### config.mk
export PLATFORM = sky130hd
export DESIGN_NAME = ep_wr_ctrl
export DESIGN_NICKNAME = d
export VERILOG_FILES = /design/src/rtl/ep_mem_pkg.sv /design/src/rtl/ep_wr_ctrl.sv
export SDC_FILE = /design/constraint.sdc
export NUM_CORES = 1
export LEC_CHECK = 0
export BUFFER_PORTS_ARGS = -buffer_cell sky130_fd_sc_hd__clkbuf_2
export CORE_MARGIN = 5
export CORE_UTILIZATION = 45
export DETAILED_ROUTE_END_ITERATION = 10
export GPL_ROUTABILITY_DRIVEN = 0
export PLACE_DENSITY = 0.74
export SETUP_SLACK_MARGIN = 0.02
export SKIP_CTS_REPAIR_TIMING = 1
export SYNTH_ARGS = -nofsm -noshare
export SYNTH_HDL_FRONTEND = slang
export SYNTH_SLANG_ARGS = --single-unit
### constraint.sdc
create_clock -name clk -period 2.2 [get_ports clk]
set_clock_uncertainty 0.2 [all_clocks]
set_input_delay 0.11 -clock clk [delete_from_list [all_inputs] [get_ports clk]]
set_output_delay 0.11 -clock clk [all_outputs]
set_load 0.1 [all_outputs]
### src/rtl/ep_mem_pkg.sv
`default_nettype none

package ep_mem_pkg;

    // ------------------------------
    // Widths
    // ------------------------------
    typedef logic [31:0] word_t;              // Storage, payload and read data
    typedef logic [7:0]  byte_t;              // One byte lane
    typedef logic [3:0]  be_t;                // Bit 0 is the lowest-address byte

    localparam int unsigned ADDR_W_DEF = 7;   // 128-word aperture

    typedef logic [ADDR_W_DEF-1:0] idx_t;     // Word index carried by a commit

    // ------------------------------
    // Register map
    // ------------------------------
    localparam int unsigned REG_CTRL      = 0;
    localparam int unsigned REG_MWR_ADDR  = 1;
    localparam int unsigned REG_MWR_LEN   = 2;
    localparam int unsigned REG_MWR_COUNT = 3;
    localparam int unsigned REG_MWR_DATA  = 4;
    localparam int unsigned REG_STATUS    = 5;   // Read-only

    localparam int unsigned CTRL_INIT_RST_BIT   = 0;
    localparam int unsigned CTRL_MWR_START_BIT  = 16;
    localparam int unsigned STATUS_MWR_DONE_BIT = 0;

    // ------------------------------
    // Write path types
    // ------------------------------
    typedef enum logic [1:0] {
        IDLE   = 2'd0,
        FETCH  = 2'd1,                        // Read old word
        MERGE  = 2'd2,                        // Build new word
        COMMIT = 2'd3                         // Word written to array
    } wr_state_e;

    typedef struct packed {
        logic  valid;
        idx_t  idx;
        word_t data;                          // Merged, in storage byte order
    } mem_wr_t;

    typedef struct packed {
        logic  start;
        logic  init_rst;
        word_t addr;
        word_t len;
        word_t count;
        word_t data;
    } mwr_ctrl_t;

endpackage

`default_nettype wire

### src/rtl/ep_wr_ctrl.sv
`timescale 1ns/100ps
`default_nettype none

module ep_wr_ctrl #(
    parameter int unsigned ADDR_W = ep_mem_pkg::ADDR_W_DEF
) (
    input  wire logic                  clk,
    input  wire logic                  rst_n,
    input  wire logic                  wr_en_i,
    input  wire logic [ADDR_W-1:0]     wr_addr_i,
    input  wire ep_mem_pkg::word_t     wr_data_i,
    input  wire ep_mem_pkg::be_t       wr_be_i,
    output logic                       wr_busy_o,
    output logic [ADDR_W-1:0]          fetch_addr_o,
    input  wire ep_mem_pkg::word_t     fetch_data_i,
    output ep_mem_pkg::mem_wr_t        commit_o
);

    localparam int unsigned NBYTES = $bits(ep_mem_pkg::be_t);
    localparam int unsigned WORD_W = $bits(ep_mem_pkg::word_t);

    ep_mem_pkg::wr_state_e state_q;
    logic                  accept;
    logic                  commit_vld_q;

    logic [ADDR_W-1:0]     addr_q;        // Latched at accept
    ep_mem_pkg::word_t     data_q;
    ep_mem_pkg::be_t       be_q;
    ep_mem_pkg::word_t     fetch_q;       // Old stored word
    ep_mem_pkg::word_t     merged;
    ep_mem_pkg::word_t     commit_data_q;

    assign accept = wr_en_i && (state_q == ep_mem_pkg::IDLE);

    // ------------------------------
    // Write FSM
    // ------------------------------
    always_ff @(posedge clk) begin
        if (!rst_n) begin
            state_q      <= ep_mem_pkg::IDLE;
            commit_vld_q <= 1'b0;
        end else begin
            commit_vld_q <= 1'b0;                     // Single-cycle strobe
            case (state_q)
                ep_mem_pkg::IDLE: begin
                    if (accept) begin
                        state_q <= ep_mem_pkg::FETCH;
                    end
                end
                ep_mem_pkg::FETCH: begin
                    state_q <= ep_mem_pkg::MERGE;
                end
                ep_mem_pkg::MERGE: begin
                    state_q      <= ep_mem_pkg::COMMIT;
                    commit_vld_q <= 1'b1;
                end
                default: begin
                    state_q <= ep_mem_pkg::IDLE;      // COMMIT done this edge
                end
            endcase
        end
    end

    // Request, old word and merged word
    always_ff @(posedge clk) begin
        if (accept) begin
            addr_q <= wr_addr_i;
            data_q <= wr_data_i;
            be_q   <= wr_be_i;
        end
        if (state_q == ep_mem_pkg::FETCH) begin
            fetch_q <= fetch_data_i;
        end
        if (state_q == ep_mem_pkg::MERGE) begin
            commit_data_q <= merged;
        end
    end

    // ------------------------------
    // Byte swizzle and merge
    // ------------------------------
    // Payload byte n sits n lanes down from the top; stored byte n sits in lane n
    always_comb begin
        for (int n = 0; n < NBYTES; n++) begin
            ep_mem_pkg::byte_t pay_b;
            pay_b = data_q[WORD_W-1-8*n -: 8];
            merged[8*n +: 8] = be_q[n] ? pay_b : fetch_q[8*n +: 8];
        end
    end

    assign fetch_addr_o = addr_q;
    assign wr_busy_o    = wr_en_i || (state_q != ep_mem_pkg::IDLE);

    assign commit_o = '{
        valid: commit_vld_q,
        idx:   ep_mem_pkg::idx_t'(addr_q),
        data:  commit_data_q
    };

endmodule

`default_nettype wire

# Yosys cells after proc, flatten, opt, wreduce, memory -nomap -nowiden
# Cells that the tools add are included.
# Widths: inputs -> output; s select.
word_totals:
  ff_bits: 110
classes:
  muxes: 7
  n_reduce_logical: 4
  n_eq_ne: 3
ops:
  columns: ["op", "count"]
  rows:
  - ["$mux 8", 4]
  - ["$pmux 2 s3", 1]
  - ["$eq 2x1->1 const B", 1]
  - ["$eq 2x2->1 const B", 1]
  - ["$logic_not 2->1", 1]
  - ["$mux 2", 1]
  - ["$ne 2x2->1 const B", 1]
  - ["$reduce_bool 2->1", 1]
  - ["$logic_and 1x1->1", 1]
  - ["$logic_or 1x1->1", 1]
  - ["$mux 1", 1]

# Depth between registers and ports, before layout
# Gate-level depths: netlist of the first run.
depth:
  depth_word: 4
  mapped_depth: 5

# Worst setup path after synthesis of the first run
# No wires, ideal clock.
synth_timing:
  kind: "register to register"
  startpoint: "reg state_q[0]"
  endpoint: "reg be_q[0] (enable)"
  path_stages_with_launch: 4
  period_less_slack_ps: 2286
  arrival_time_ps: 1682
  required_time_ps: 1595
  setup_slack_ps: -86
  setup_ps: 405
  path_cell_list: "dfxtp_1 inv_1 ha_1 and2_1"
synth_between:
  elab_chain_cells: 2
synth_lines:
  columns: ["element", "line_no", "source"]
  rows:
  - ["start, declared", "ep_wr_ctrl.sv:22", "ep_mem_pkg::wr_state_e state_q;"]
  - ["start signal, assigned", "ep_wr_ctrl.sv:40", "state_q <= ep_mem_pkg::IDLE;"]
  - ["start signal, assigned", "ep_wr_ctrl.sv:47", "state_q <= ep_mem_pkg::FETCH;"]
  - ["start signal, assigned", "ep_wr_ctrl.sv:51", "state_q <= ep_mem_pkg::MERGE;"]
  - ["$logic_not 2->1", "ep_wr_ctrl.sv:33", "assign accept = wr_en_i && (state_q == ep_mem_pkg::IDLE);"]
  - ["$logic_and 1x1->1", "ep_wr_ctrl.sv:33", null]
  - ["named net accept", "ep_wr_ctrl.sv:23", "logic accept;"]
  - ["end signal, assigned", "ep_wr_ctrl.sv:69", "be_q <= wr_be_i;"]
  - ["end, declared", "ep_wr_ctrl.sv:28", "ep_mem_pkg::be_t be_q;"]
# The timed path passes the listed nets, and every way through them passes these cells.
# A chain may end at the register's enable or synchronous reset.

# Final worst setup path of the first run
layout_timing:
  startpoint: "reg state_q[0]"
  endpoint: "out wr_busy_o"
layout_between:
  elab_chain_cells: 2
layout_lines:
  columns: ["element", "line_no", "source"]
  rows:
  - ["$reduce_bool 2->1", "ep_wr_ctrl.sv:92", "assign wr_busy_o = wr_en_i || (state_q != ep_mem_pkg::IDLE);"]
  - ["$logic_or 1x1->1", "ep_wr_ctrl.sv:92", null]
  - ["end, declared", "ep_wr_ctrl.sv:13", "output logic wr_busy_o,"]
# Every way passes these cells.

==> results of run 1 <==
==> cell usage in the layout, fill, tap and decap left out, types with 3 or more instances in the layout <==
| cell type | instances |
|---|---|
| dlygate4sd3_1 | 77 |
| clkbuf_2 | 125 |
| ha_1 | 3 |
| clkbuf_8 | 9 |
| edfxtp_1 | 107 |
| clkinv_4 | 3 |
| dfxtp_1 | 3 |
| mux2_4 | 32 |
| buf_12 | 3 |
==> stage by stage <==
step / setup slack (ns) / power (mW)
after floorplan: 0.271 / 5.59
after global placement: 0.600 / 6.04
after detailed placement: 0.552 / 6.10
after CTS: 0.173 / 7.17
after global routing: 0.100 / 7.48
final: 0.198 / 7.20
==> layer usage <==
metal | up-vias | global-route usage [%]
li1 | 1058 | -
met1 | 1056 | 14.8
met2 | 93 | 20.8
met3 | 17 | 3.91
met4 | 0 | 5.00
met5 | - | 0
==> power breakdown <==
group          switching [mW]  leakage (nW)  internal, mW  total (mW)
clock network           0.652        0.0845         0.419        1.07
registers               0.223          1.02          3.04        3.26
logic                    2.15          1.20         0.721        2.87
total                    3.02          2.31          4.18        7.20
==> area by class of cell <==
| cell class | count | share of cell area [%] |
|---|---|---|
| antenna | 1 | 0.0441 |
| tap | 108 | 2.38 |
| clock buffer | 10 | 2.25 |
| sequential | 110 | 57.7 |
| multi-input combinational | 46 | 11.0 |
| inverter | 2 | 0.132 |
| clock inverter | 6 | 0.816 |
| timing repair buffer | 205 | 25.7 |
==> how the worst max path moves through the flow <==
stage	endpoint	slack, ns	cells past startpoint
6_report	wr_busy_o	0.20	4
5_1_grt	wr_busy_o	0.10	4
4_1_cts	wr_busy_o	0.17	4
3_5_place_dp	data_q[31]	0.55	4
3_3_place_gp	fetch_q[10]	0.60	3
2_1_floorplan	state_q[0]	0.27	4
==> sequential cells by signal, indices dropped and copies added, names as in the netlist <==
register and count:
be_q 4, commit_vld_q 1, data_q 32, fetch_addr_o 7, commit_data_q 32, fetch_q 32, state_q 2
==> cell families (layout without fill, tap and decap cells) <==
group / after synthesis / after routing / synth area share [%]
AOI/OAI and AO/OA: 1 / 1 / 0.407
adders and majority gates: 5 / 5 / 1.56
buffers and inverters: 14 / 223 / 2.81
DFF: 110 / 110 / 81.8
muxes: 33 / 33 / 12.3
other: 0 / 1 / 0
and+or+nand+nor: 7 / 7 / 1.16
==> worst max-delay path: stages, from the launching register on <==
cell and delay [ns]:
dfxtp_1 0.41, inv_1 0.11, ha_1 0.24, nand2b_4 0.10
clkbuf_2 0.46
==> flow_summary.toml, run 1 <==
[min_path]
min_path_cells = 2
min_to = "data_q[16]"
worstHoldStart = "wr_data_i[16]"
hp-class = "in -> reg"

[die]
die_h_um = 104
core_um2 = 8680
die_x_um = 104
die_area_um2 = 10900
rows = 34
ios = 126
start_util_pct = 46.1

[sta]
drv_slew = 0
setup_viol = 0
tns_ns = 0
hold_slack_ns = 0.260
rsz0062_at_grt = "no"
worst-slew-pin-transition_ns = 0.584
period_share_pct = 91.0
relSlewSlack_pct = 61.2
fin_crit_ns = 2.00
finalHoldViolations = 0
timing.fmax_mhz = 500

[cts]
cts_buffers = 9
htree_levels = 3
clk_pin_slew_ns = 0.10
clock_path_buffers = 2
clk_latency_ns = 0.36
clockRootBuffer = "clkbuf_8"
cts_num_sinks = 110
tritoncts = "yes"

[logic_synthesis]
mappedNetlistArea_um2 = 4000
ys_seq_area_share_pct = 81.8
ys.flop_type = "edfxtp_1"
syn_inst = 170
synthDistinctLibCells = 15
avgSynthCellArea_um2 = 23.5
synthTopCellsByCount = "107 x edfxtp_1, 32 x mux2_4, 8 x buf_4, 5 x ha_1, 4 x buf_6"
synth_top_cell_by_area = "edfxtp_1"
yosysMostFrequentCell = "edfxtp_1"
synthesis.nets = 253
synth-seq-cells = 110
synth.top_cells.by_area = "edfxtp_1 80%, mux2_4 12%, ha_1 1.6%"
yosys.area.top_type_share_pct = 80.3
ys_warn_count = 0
synth_edf_count = 107
async_flop_share_pct = 0

[route]
wl_met3_um = 485
via_per_inst = 4.56
drc_errors = 0
wl_um = 7960
dr_wl_met2_um = 4240
wl_per_cell_um = 16.3
ant_nets = 0
dr.pass1.iters = 4
highest_layer = "met4"
vias = 2224
met1_length_um = 3100
dr.first_iter.drc_count = 63

[setup_path]
reg2reg_slack_ns = 0.55
critPathKind = "reg -> out"
critPathMaxFanout = 4
worstPathRequired_ns = 1.89
r2r_start = "state_q[1]"
ff2ff_path_depth = 3
worstSetupStartpoint = "state_q[0]"
r2r_end = "fetch_q[18]"
critPathLaunchType = "flop"
crit_arrival_ns = 1.69
end_kind = "output port"

[global_route]
grt_antenna_before_repair = 0
grt-ovfl-total = 0
grt_usage_pct = 12.4
grt_pass1_vias = 2069
grt_max_degree = 44
grt_first_pass_wirelength_um = 10500

[pwr]
peakVddDrop_mv = 1.02
powerDensity_nw_per_um2 = 1270
power_leakage_nw = 2.31

[place]
io_buffer_count = 125
dp.cells = 394
place_hpwl_um = 4750
dpl_cell_area_um2 = 4720

[final_layout]
syn2layout_area_growth_pct = 41.7
fillers = 616
drive_gt1_share_pct = 47.5
final_design_area_no_fill_um2 = 5670
seqCellArea_um2 = 3270
finalCoreUtilization_pct = 65.3
multi_input_area_um2 = 622
fin_nets = 457
fin_cells = 488

[run_status]
status = "finished, final reports clean"

[job]
drv_cap = 0
(Power assumes the default switching activity.)
==> run 2, diff against run 1 <==
--- a/config.mk
+++ b/config.mk
@@ -6,8 +6,10 @@
 export NUM_CORES = 1
 export LEC_CHECK = 0
 export BUFFER_PORTS_ARGS = -buffer_cell sky130_fd_sc_hd__clkbuf_2
+export CELL_PAD_IN_SITES_DETAIL_PLACEMENT = 0
+export CELL_PAD_IN_SITES_GLOBAL_PLACEMENT = 1
 export CORE_MARGIN = 5
-export CORE_UTILIZATION = 45
+export CORE_UTILIZATION = 38
 export DETAILED_ROUTE_END_ITERATION = 10
 export GPL_ROUTABILITY_DRIVEN = 0
 export PLACE_DENSITY = 0.74
==> run 2 against run 1 <==
Against the previous run: utilization is 9.7 points lower; clock power is 10% higher; critical path depth stayed put; clock-buffer cell count did not move; via count down 1.3%; power grew 1.0%; sequential cell count unchanged; sequential power hardly changed; register-to-register slack got worse by 0.03 ns; non-clock buffer count grew 1; die area increased by 17%; first-iteration DRC count increased by 33%; critical path type unchanged; critical endpoint unchanged; highest routed layer unchanged.
==> flow_summary.toml, run 2 (synthesized netlist as in run 1, its figures left out) <==
[route]
vias = 2194
via_per_inst = 4.25
wl_per_cell_um = 15.1
ant_nets = 0
drc_errors = 0
wl_um = 7800
dr.pass1.iters = 4
dr.first_iter.drc_count = 84

[cts]
clock_path_buffers = 2
htree_levels = 3
clk_latency_ns = 0.35
cts_buffers = 9
clockRootBuffer = "clkbuf_8"
clk_pin_slew_ns = 0.10
tritoncts = "yes"
cts_num_sinks = 110

[min_path]
min_to = "fetch_q[15]"
min_path_cells = 2
worstHoldStart = "fetch_data_i[15]"
hp-class = "in -> reg"

[global_route]
grt_usage_pct = 10.8
grt_pass1_vias = 2039
grt_max_degree = 25
grt-ovfl-total = 0
grt_antenna_before_repair = 0
grt_first_pass_wirelength_um = 10300

[die]
die_area_um2 = 12700
core_um2 = 10300
die_h_um = 113
die_x_um = 113
start_util_pct = 38.9
rows = 37
ios = 126

[sta]
timing.fmax_mhz = 507
rsz0062_at_grt = "no"
finalHoldViolations = 0
relSlewSlack_pct = 61.4
worst-slew-pin-transition_ns = 0.582
period_share_pct = 89.6
setup_viol = 0
hold_slack_ns = 0.266
tns_ns = 0
fin_crit_ns = 1.97
drv_slew = 0

[final_layout]
final_cell_mix = "125 x clkbuf_2, 107 x edfxtp_1, 77 x dlygate4sd3_1"
fin_nets = 458
syn2layout_area_growth_pct = 42.9
reg.largest.list = "commit_data_q x32, data_q x32, fetch_q x32"
antenna_cells = 0
final_common_cell = "clkbuf_2"
drive_gt1_share_pct = 47.9

[pwr]
peakVddDrop_mv = 0.594
power_leakage_nw = 2.32
powerDensity_nw_per_um2 = 1270

[setup_path]
r2r_end = "data_q[5]"
end_kind = "output port"
r2r_start = "state_q[0]"
critPathLaunchType = "flop"
critPathKind = "reg -> out"
worstPathRequired_ns = 1.89
ff2ff_path_depth = 4
critPathMaxFanout = 4
crit_arrival_ns = 1.66
reg2reg_slack_ns = 0.52

[place]
io_buffer_count = 125
place_hpwl_um = 5030

[run_status]
status = "finished, final reports clean"

[job]
drv_cap = 0
## run 2: worst max path at each step
stage                     from         endpoint  slack, ns  depth (start not counted)
global route        state_q[0]        wr_busy_o       0.12                          4
finish              state_q[0]        wr_busy_o       0.23                          4
CTS                 state_q[0]        wr_busy_o       0.19                          4
floorplan           state_q[0]       state_q[0]       0.27                          4
detailed placement  state_q[0]        data_q[5]       0.50                          4
global placement    state_q[0]  fetch_addr_o[2]       0.55                          4
## run 2: cell type report
| cell class | instances | area, µm² |
|---|---|---|
| multi-input combinational | 46 | 622 |
| tap | 136 | 170 |
| clock buffer | 10 | 128 |
| timing repair buffer | 206 | 1450 |
| clock inverter | 6 | 67.6 |
| fill | 826 | 4560 |
| inverter | 2 | 7.51 |
| sequential | 110 | 3270 |
## run 2: stage by stage
stage	std cells	util, %	worst slack [ns]	cell area [µm²]	total power, mW
floorplan	170	-	0.271	4000	5.59
global placement	423	46.3	0.547	4750	6.05
detailed placement	423	46.3	0.495	4750	6.09
CTS	439	48.1	0.187	4950	7.28
global route	516	55.6	0.125	5720	7.59
finish	516	55.6	0.228	5720	7.28
## run 2: report_power, final
| part | internal, mW | switching, mW | total, mW |
|---|---|---|---|
| registers | 3.04 | 0.212 | 3.25 |
| logic | 0.713 | 2.13 | 2.85 |
| clock network | 0.534 | 0.644 | 1.18 |
| total | 4.29 | 2.99 | 7.28 |
## run 2: layer usage
layer,up-vias,global-route usage (%),part of all wire (%)
li1,1054,-,-
met3,11,3.34,6.0
met4,0,4.33,1.6
met2,72,17.7,54
met5,-,0,0
met1,1057,13.2,38
## run 2: critical path, cell delays in order, from the launching register on
cell and delay [ns]:
dfxtp_1 0.40, inv_1 0.10, ha_1 0.24, nand2b_4 0.11, clkbuf_2 0.46
